[src/hdl/pvt_pkg.sv]
package pvt_pkg;

  localparam int width = 32;
  localparam int num_addr = 48;
  localparam int addr_bits = 6;
  localparam int num_set = 2;
  localparam int num_bank = num_set + 1; // one update plus every set.
  localparam int bank_bits = 2;
  localparam int sram_delay = 2;
  localparam int updt_delay = 1;

  typedef logic [width-1:0] data_t;
  typedef logic [addr_bits-1:0] addr_t;
  typedef logic [bank_bits-1:0] bank_t;

  // read request, 7 bits.
  typedef struct packed {
    logic  vld;
    addr_t addr;
  } pvt_rd_req_t;

  // one set port, 39 bits.
  typedef struct packed {
    logic  vld;
    addr_t addr;
    data_t data;
  } pvt_set_t;

  // one bank write port, 39 bits.
  typedef struct packed {
    logic  en;
    addr_t addr;
    data_t data;
  } pvt_bank_wr_t;

  // read result, 36 bits.
  typedef struct packed {
    logic  vld;
    data_t data;
    logic  fwrd;
    bank_t bank; // bank that held the value.
  } pvt_rd_rsp_t;

endpackage
[src/hdl/pvt_rd_merge.sv]
module pvt_rd_merge (
  input  logic                  clk,
  input  logic                  rstvld,
  input  pvt_pkg::pvt_rd_req_t  req,
  input  pvt_pkg::pvt_bank_wr_t bank_wr [pvt_pkg::num_bank],
  input  pvt_pkg::data_t        rd_data [pvt_pkg::num_bank],
  output pvt_pkg::pvt_rd_rsp_t  rsp
);

  logic [pvt_pkg::sram_delay-1:0] vld_q;
  pvt_pkg::addr_t                 addr_q [pvt_pkg::sram_delay];
  logic [pvt_pkg::num_bank-1:0]   fwd_q [pvt_pkg::sram_delay];
  pvt_pkg::data_t                 fwd_data_q [pvt_pkg::sram_delay][pvt_pkg::num_bank];

  logic                           src_vld [pvt_pkg::sram_delay];
  pvt_pkg::addr_t                 src_addr [pvt_pkg::sram_delay];
  logic [pvt_pkg::num_bank-1:0]   src_fwd [pvt_pkg::sram_delay];
  pvt_pkg::data_t                 src_data [pvt_pkg::sram_delay][pvt_pkg::num_bank];
  logic [pvt_pkg::num_bank-1:0]   hit [pvt_pkg::sram_delay];

  pvt_pkg::data_t                 sel_data [pvt_pkg::num_bank];
  logic [pvt_pkg::num_bank-1:0]   nz;

  // input of each stage, and writes that hit it this cycle.
  always_comb begin
    for (int s = 0; s < pvt_pkg::sram_delay; s++) begin
      src_vld[s] = (s == 0) ? req.vld : vld_q[(s == 0) ? 0 : s - 1];
      src_addr[s] = (s == 0) ? req.addr : addr_q[(s == 0) ? 0 : s - 1];
      src_fwd[s] = (s == 0) ? '0 : fwd_q[(s == 0) ? 0 : s - 1];
      for (int b = 0; b < pvt_pkg::num_bank; b++) begin
        src_data[s][b] = (s == 0) ? '0 : fwd_data_q[(s == 0) ? 0 : s - 1][b];
        hit[s][b] = src_vld[s] && bank_wr[b].en && (bank_wr[b].addr == src_addr[s]);
      end
    end
  end

  always_ff @(posedge clk) begin
    if (rstvld) begin
      vld_q <= '0;
      for (int s = 0; s < pvt_pkg::sram_delay; s++) begin
        fwd_q[s] <= '0;
      end
    end else begin
      for (int s = 0; s < pvt_pkg::sram_delay; s++) begin
        vld_q[s] <= src_vld[s];
        fwd_q[s] <= src_fwd[s] | hit[s];
      end
    end
  end

  // later write overrides the earlier one.
  always_ff @(posedge clk) begin
    for (int s = 0; s < pvt_pkg::sram_delay; s++) begin
      addr_q[s] <= src_addr[s];
      for (int b = 0; b < pvt_pkg::num_bank; b++) begin
        fwd_data_q[s][b] <= hit[s][b] ? bank_wr[b].data : src_data[s][b];
      end
    end
  end

  always_comb begin
    rsp = '0;
    rsp.vld = vld_q[pvt_pkg::sram_delay-1];
    rsp.fwrd = vld_q[pvt_pkg::sram_delay-1] && (|fwd_q[pvt_pkg::sram_delay-1]);
    for (int b = 0; b < pvt_pkg::num_bank; b++) begin
      sel_data[b] = fwd_q[pvt_pkg::sram_delay-1][b] ?
                    fwd_data_q[pvt_pkg::sram_delay-1][b] : rd_data[b];
      nz[b] = |sel_data[b];
      if (nz[b]) begin
        rsp.data = sel_data[b]; // highest nonzero bank wins.
        rsp.bank = pvt_pkg::bank_t'(b);
      end
    end
  end

  a_one_pivot: assert property (@(posedge clk) disable iff (rstvld)
    rsp.vld |-> $onehot0(nz))
    else $error("value found in more than one bank");

endmodule

[config.mk]
export PLATFORM = sky130hd
export DESIGN_NAME = pvt_rd_merge
export DESIGN_NICKNAME = d
export VERILOG_FILES = /design/src/hdl/pvt_pkg.sv /design/src/hdl/pvt_rd_merge.sv
export SDC_FILE = /design/constraint.sdc
export NUM_CORES = 1
export LEC_CHECK = 0
export BUFFER_PORTS_ARGS = -buffer_cell sky130_fd_sc_hd__buf_2
export CORE_MARGIN = 10
export CORE_UTILIZATION = 55
export CTS_BUF_LIST = sky130_fd_sc_hd__clkbuf_4
export DETAILED_ROUTE_END_ITERATION = 10
export HOLD_SLACK_MARGIN = 0.06
export PLACE_DENSITY = 0.89
export SYNTH_ARGS = -nofsm -noshare
export SYNTH_HDL_FRONTEND = slang
export SYNTH_SLANG_ARGS = --single-unit
[constraint.sdc]
create_clock -name clk -period 3.1 [get_ports clk]
set_input_delay 0 -clock clk [delete_from_list [all_inputs] [get_ports clk]]
set_output_delay 0 -clock clk [all_outputs]
set_load 0.005 [all_outputs]
Yosys cells after proc, flatten, opt, wreduce, memory -nomap -nowiden

Memories as Yosys holds them, arrays and structs flattened.
Index checks and enable logic that the tools add are counted.

Flip-flop bits (word level): 2
Memory bits (writable): 210
Bits of input ports: 222
Output and inout bits: 36
Memories: 3

Equality and inequality tests: 6
Mux-type cells: 19
Bitwise gates (word level): 3
Reductions and logical operators: 17

Memories:

| name       | depth | width | rd ports | clocked after Yosys merged registers in | write ports | line               | text |
|---|---|---|---|---|---|---|---|
| fwd_data_q | 2     | 96    | 2        | 0                                       | 2           | pvt_rd_merge.sv:13 | `pvt_pkg::data_t fwd_data_q [pvt_pkg::sram_delay][pvt_pkg::num_bank];` |
| addr_q     | 2     | 6     | 1        | 0                                       | 2           | pvt_rd_merge.sv:11 | `pvt_pkg::addr_t addr_q [pvt_pkg::sram_delay];` |
| fwd_q      | 2     | 3     | 2        | 0                                       | 2           | pvt_rd_merge.sv:12 | `logic [pvt_pkg::num_bank-1:0] fwd_q [pvt_pkg::sram_delay];` |

Operator list:

| operator            | count |
|---|---|
| two-way mux 32 bit  | 12 |
| OR reduction 32 bit | 3 |
| == test 6 bit       | 6 |
| logical AND 1 bit   | 13 |
| two-way mux 3 bit   | 2 |
| two-way mux 1 bit   | 4 |
| OR 3 bit            | 1 |
| OR reduction 3 bit  | 1 |
| two-way mux 2 bit   | 1 |
| OR 1 bit            | 2 |

Depth between registers and ports, before layout

Gate-level depths: netlist (run 1).
An unclocked memory read counts as a cell.

Word-level depth: 6
Mapped depth: 7

Worst setup path before layout (run 1)

OpenSTA, ideal clock, no wires.

Path type: reg-to-output
Start point: memory fwd_q[0][4] (netlist bit)
End point: output port rsp[10] (netlist bit)
Data arrival time: 1.784 ns
Required time: 3.100 ns
Setup slack: 1.316 ns
Stages on the path, launching flop included: 8
Buffers on the path: 2
Cell sequence: dfxtp_1 buf_6 nand2b_4 or4_4 a2111oi_4 buf_6 a31oi_1 o21ai_1

RTL lines:

| item               | line               | text |
|---|---|---|
| start: declaration | pvt_rd_merge.sv:12 |  |
| end: declaration   | pvt_rd_merge.sv:7  | `output pvt_pkg::pvt_rd_rsp_t rsp` |

==> run_results.csv, run 1 <==
group,metric,value,unit
layout,fillers,743,
layout,drive_above_1_share,41.38,%
pwr,p_per_area,449.0,mW/mm^2
global_route,grt_overflow,0,
die,die_w,142.2,um
critical_path,crit_arrival,3000,ps
layout,final_area,0.01240,sq mm
global_route,antenna_found_initial,6,
die,die_area,0.02022,sq mm
drt,finalWirelength,34870,um
logic_synthesis,synth_top_flop_cell,"dfxtp_1",
logic_synthesis,synth_top_area_cell,"dfxtp_1",
cts,clock-sinks,206,
cts,cts_buffers,51,
sta,setup_viol,0,
logic_synthesis,netlist_instances,719,
logic_synthesis,synth_async_sr_flop_share,0,%
sta,hold_viol,0,
critical_path,cp_num_buf_inv,3,
layout,layout.nets,1430,
die,row_count,44,
run,maxCapViolations,0,
sta,fmax,0.3337,GHz
drt,ant_nets,0,
critical_path,r2r_start,"addr_q[0][4]",
logic_synthesis,synth_common_cells,"dfxtp_1, mux2_2, and2_1",
critical_path,endpoint_kind,"output port",
die,coreArea,0.01459,sq mm
sta,slew_violations,0,
sta,holdWs,89.24,ps
hold_path,min_from,"req[3]",
die,die_height,142.2,um
critical_path,slowest_stage,"dfxtp_4",
logic_synthesis,ys_warn_count,0,
pwr,p_sw_share,25.42,%
critical_path,cp_max_fo,33,
logic_synthesis,yosysMostFrequentCell,"dfxtp_1",
logic_synthesis,yosys-top-cells-area,"dfxtp_1, mux2_2, and2_1, mux2i_1, a31oi_1",
logic_synthesis,synth_edf_count,0,
pwr,p_clk_share,41.7,%
drt,vias,8231,
drt,viasPerCell,5.728,
drt,drt_first_pass_iters,6,
pwr,p_int,0.004154,W
pwr,p_sw,0.001416,W
critical_path,crit_chain,"buf_4, nor4b_1, nand4_1, o22ai_2, buf_6, a31oi_1, o21ai_1, buf_2",
cts,cts_buffer_depth,3,
cts,clock_latency,680,ps
pwr,power_leakage,5.700,nW
cts,path_clk_slew,70,ps
cts,cts_tree,"built",
logic_synthesis,synth_top_area_share,50.23,%
critical_path,cp_top_family,"buffers and inverters",
global_route,track_usage,32.97,%
critical_path,worstSetupStartpointType,"flip-flop",
cts,postCtsSetupBuffers,0,
drt,detail_route.wl_per_cell,24.27,um
placement,place_area,0.009668,sq mm
critical_path,critPathMaxStageDelay,560,ps
sta,skew,31.51,ps
critical_path,crit_required,3100,ps
die,initial_core_util,56.28,%
sta,rsz0062_at_grt,"false",
pwr,max-vdd-ir-drop,0.4049,mV
placement,place_congestion,1.048,
placement,dp_slack,667.9,ps
hold_path,hold_path_end,"addr_q[0][3]",
critical_path,reg2reg_to,"fwd_data_q[1][0]",
sta,worst_pin_slew,527.3,ps
logic_synthesis,seq_area_frac_synth,50.23,%
sta,fin_setup_tns,0,ps
status,status,"completed",
placement,dp_hpwl,20800,um
critical_path,regToRegSetupSlack,1250,ps
sta,period_needed,2997,ps
placement,io_buffers,257,
cts,htreeDepth,2,
hold_path,holdCritPathClass,"input port to flip-flop",
sta,relSlewSlack,64.52,%
hold_path,hold_path_depth,2,
critical_path,critical_path_class,"flip-flop to output port",
logic_synthesis,avgSynthCellArea,11.42,sq um
cts,clockRootBuffer,"clkbuf_4",
logic_synthesis,synth_nets,941,
sta,fin_ws,103.4,ps
logic_synthesis,ys_types,31,
logic_synthesis,synth-seq-cells,206,
drt,drc_errors,0,
global_route,grt_max_degree,34,
pwr,p_comb_share,10.4,%
logic_synthesis,synth_area,0.008210,sq mm
pwr,sequentialPowerShare,48.0,%
critical_path,reg2reg_depth,5,
layout,synthToLayoutAreaGrowth,51.08,%
global_route,grt_pass1_wl,51580,um
sta,period_share,96.66,%
global_route,grt_pass1_vias,9235,
drt,drtIter0Drc,524,
die,io_pins,258,
-- worst register-to-register path: cells and delay by family, from the launching register on --
kind	cells	cell delay (ps)
mux	1	350
buf+inv	1	310
simple gates	2	530
flops	1	350
xor+xnor	1	180
-- logic make-up after synthesis --
logic type | synth area share [%]
DFF | 50.23
buffers and inverters | 2.515
AOI/OAI and AO/OA | 5.440
muxes | 25.56
xor gates and xnor gates | 3.840
and+or+nand+nor | 12.42
-- worst max-delay path by stage --
stage	from	end	slack [ps]	cells after the start
global placement	fwd_q[0][4]	rsp[34]	800	7
finish	fwd_q[0][4]	rsp[6]	100	8
global route	fwd_q[0][4]	rsp[9]	70	7
CTS	fwd_q[0][4]	rsp[34]	160	8
detailed placement	fwd_q[0][4]	rsp[34]	670	8
floorplan	fwd_q[0][4]	rsp[10]	1320	7
-- metal layers --
layer  up-vias  wire length, um  global-route usage [%]
met1      3903            11200                   30.86
met2       566            17410                   57.13
met5         -                0                       0
met3       193             3359                   11.48
met4         0             2895                   26.79
li1       3569                -                       -
-- what timing repair did --
item                                    CTS  global route
cloned                                    0             0
hold buffers                            206             0
endpoints found under the setup margin    1             1
gates resized for setup                   1             1
hold endpoints to repair                206             0
-- layout make-up --
cell class,instances,area (sq um),share of cell area (%)
clock buffers,74,555.5,4.479
repair buffers,476,3450,27.81
flip-flops and latches,206,4129,33.29
inverters,5,18.77,0.1513
well taps,184,230.2,1.856
multi-input cells,468,3909,31.51
diodes,6,15.01,0.1210
clock inverters,18,97.59,0.7868
-- registers in the layout, summed over array words and instances, names as in the netlist --
signal and count:
vld_q 2, fwd_data_q 192, fwd_q 6, addr_q 6
-- power groups by stage --
stage	clock, W	sequential [W]	combinational, W
after global routing	0.00248	0.00267	0.000603
after CTS	0.00229	0.00267	0.000537
after floorplan	0	0.00273	0.000144
after global placement	0	0.00273	0.000413
final	0.00232	0.00267	0.000578
after detailed placement	0	0.00273	0.000413
-- cell usage in the layout, fill, tap and decap left out, types with 4 or more instances in the layout --
master	instances
buf_4	12
a21oi_1	4
nor3_1	6
nand2_1	4
mux2_2	157
nor4_1	23
mux2i_1	33
nor2b_1	5
clkinv_1	13
nor2_1	6
clkbuf_4	74
nand3_1	9
xnor2_1	22
o21ai_1	29
inv_1	5
dlygate4sd3_1	206
xor2_1	14
and2_1	96
diode_2	6
buf_2	257
a31oi_1	32
nand4_1	9
dfxtp_1	204
o21ai_0	4
-- metrics by stage --
stage	util (%)	cells	total power, W
5_1_grt	85.03	1437	0.005755
4_1_cts	84.90	1431	0.005501
6_report	85.03	1437	0.005570
3_3_place_gp	66.27	1133	0.003144
3_5_place_dp	66.27	1133	0.003145
2_1_floorplan	-	719	0.002872
Note: power is estimated with default switching activity, not from simulation.
==> run 2: changes to the inputs <==
--- a/config.mk
+++ b/config.mk
@@ -7,11 +7,11 @@
 export LEC_CHECK = 0
 export BUFFER_PORTS_ARGS = -buffer_cell sky130_fd_sc_hd__buf_2
 export CORE_MARGIN = 10
-export CORE_UTILIZATION = 55
+export CORE_UTILIZATION = 48
 export CTS_BUF_LIST = sky130_fd_sc_hd__clkbuf_4
 export DETAILED_ROUTE_END_ITERATION = 10
 export HOLD_SLACK_MARGIN = 0.06
-export PLACE_DENSITY = 0.89
+export PLACE_DENSITY = 0.83
 export SYNTH_ARGS = -nofsm -noshare
 export SYNTH_HDL_FRONTEND = slang
 export SYNTH_SLANG_ARGS = --single-unit
==> constraint.sdc (replaced) <==
create_clock -name clk -period 2.66 [get_ports clk]
set_input_delay 0 -clock clk [delete_from_list [all_inputs] [get_ports clk]]
set_output_delay 0 -clock clk [all_outputs]
set_load 0.005 [all_outputs]
==> run 2 against run 1 <==
  * Largest cell class unchanged
  * First-iteration DRC count decreased by 24%
  * Via count decreased by 2.9%
  * The run now ends with negative setup slack left
  * Die area increased by 12%
  * Critical path depth unchanged
  * Final area increased by 3.4%
  * Sequential power increased by 16%
==> run_results.csv, run 2 (synthesis gave the netlist of run 1 again) <==
group,metric,value,unit
layout,layout.cells.non_filler,1491,
sta,setup_viol,32,
status,status,"complete, but fails checks",
layout,final_area,0.01282,sq mm
pwr,p_sw,0.001637,W
critical_path,cp_max_fo,8,
sta,skew,42.34,ps
die,coreArea,0.01670,sq mm
sta,fmax,0.3583,GHz
cts,cts_buffers,53,
sta,hold_viol,0,
sta,period_needed,2791,ps
die,initial_core_util,49.16,%
placement,place_area,0.009773,sq mm
global_route,grt_pass1_wl,50330,um
pwr,power_leakage,5.840,nW
die,die_height,150.8,um
placement,place_congestion,0.9268,
cts,path_clk_slew,70,ps
cts,cts_buffer_depth,3,
layout,final_common_cell,"buf_2",
layout,layout.nets,1453,
sta,fin_ws,-131.1,ps
hold_path,holdCritPathClass,"input port to flip-flop",
cts,htreeDepth,2,
pwr,p_clk_share,40.6,%
sta,worst_pin_slew,567.3,ps
pwr,max-vdd-ir-drop,0.4197,mV
global_route,grt_pass1_vias,9051,
drt,wl_met3,3211,um
die,die_w,150.8,um
pwr,p_sw_share,25.74,%
placement,dp_hpwl,20720,um
global_route,antenna_found_initial,4,
placement,dp.cells,1172,
pwr,p_int,0.004721,W
sta,relSlewSlack,62.18,%
pwr,p_per_area,495.8,mW/mm^2
critical_path,critical_path_class,"flip-flop to output port",
drt,drc_errors,0,
layout,top_register,"fwd_data_q",
drt,detail_route.wl_per_cell,22.98,um
cts,clockRootBuffer,"clkbuf_4",
pwr,p_comb_share,10.5,%
critical_path,endpoint_kind,"output port",
drt,viasPerCell,5.359,
layout,drive_above_1_share,43.06,%
drt,vias,7990,
layout,final_util,76.78,%
drt,drtIter0Drc,398,
cts,cts_tree,"built",
placement,io_buffers,257,
cts,clock-sinks,206,
sta,fin_setup_tns,-2892,ps
die,die_area,0.02274,sq mm
layout,top_regs,"fwd_data_q x192, addr_q x6, fwd_q x6",
global_route,grt_max_degree,34,
global_route,track_usage,28.58,%
run,maxCapViolations,0,
pwr,power,0.006357,W
sta,period_share,104.9,%
pwr,sequentialPowerShare,49.0,%
layout,largest_reg_flops,192,
drt,drt_first_pass_iters,5,
die,row_count,47,
critical_path,crit_required,2660,ps
drt,maxUsedRoutingLayer,"met5",
global_route,grt_overflow,0,
drt,m1WireLength,12170,um
critical_path,worstSetupStartpointType,"flip-flop",
status,violations,"negative setup slack",
cts,clock_latency,670,ps
sta,slew_violations,0,
layout,layout_common_cells,"buf_2, dlygate4sd3_1, dfxtp_1",
drt,ant_nets,0,
layout,synthToLayoutAreaGrowth,56.17,%
critical_path,crit_arrival,2790,ps
drt,route.met2.wl,17050,um
drt,finalWirelength,34270,um
die,io_pins,258,
sta,rsz0062_at_grt,"true",
## run 2: cell count changes in the layout (fill, tap and decap cells not counted), sizes merged
| cell | previous run | this run |
|---|---|---|
| clkbuf | 74 | 75 |
| clkinv | 16 | 19 |
| bufinv | 1 | 0 |
| diode | 6 | 3 |
| dlygate4sd3 | 206 | 210 |
| buf | 270 | 284 |
## run 2: worst paths after layout
kind,start,endpoint,slack [ps],depth (start not counted)
worst max-delay path,fwd_q[0][4],rsp[9],-130,8
worst min-delay path,bank_wr[115],fwd_data_q[0][74],110,6
worst max register to register,addr_q[0][0],fwd_data_q[1][67],720,6
worst min register to register,fwd_q[0][0],fwd_q[0][3],390,2
## run 2: cell type report
class | instances | area (sq um)
fillers | 1036 | 3879
well taps | 220 | 275.3
repair buffers | 497 | 3731
clock buffers | 72 | 540.5
diodes | 3 | 7.507
clock inverters | 20 | 77.57
inverters | 5 | 18.77
multi-input cells | 468 | 4039
flip-flops and latches | 206 | 4133
## run 2: routing by layer
metal / vias up / GRT usage, %
met2: 483 / 50.40
li1: 3607 / -
met3: 150 / 8.950
met1: 3748 / 30.06
met4: 2 / 14.58
met5: - / 0
## run 2: power by group through the flow
stage / Clock, W / Combinational, W / Sequential [W]
after global routing: 0.00278 / 0.000704 / 0.00311
after floorplan: 0 / 0.000168 / 0.00318
final: 0.00258 / 0.000666 / 0.00311
after detailed placement: 0 / 0.000470 / 0.00318
after global placement: 0 / 0.000466 / 0.00318
after CTS: 0.00258 / 0.000618 / 0.00311
## run 2: critical path, cell delays in order (launching register included)
cell,delay (ps)
dfxtp_4,430
nand2b_4,60
or4_4,440
a2111oi_4,400
buf_6,210
buf_12,160
a31oi_1,100
o21ai_1,170
buf_2,150
## run 2: timing repair
item,CTS,global route
setup endpoints to repair,33,48
pin swaps,2,4
hold buffers,211,0
hold endpoints to repair,206,0
resized for setup,13,20
buffers inserted,3,8
gates cloned,1,3
## run 2: per-stage QoR
step	hold slack, ps	setup slack [ps]
after global routing	96.15	-200.5
after global placement	175.7	391.9
final	112.0	-131.1
after detailed placement	182.6	299.6
after CTS	65.59	-65.49
after floorplan	27.72	875.7
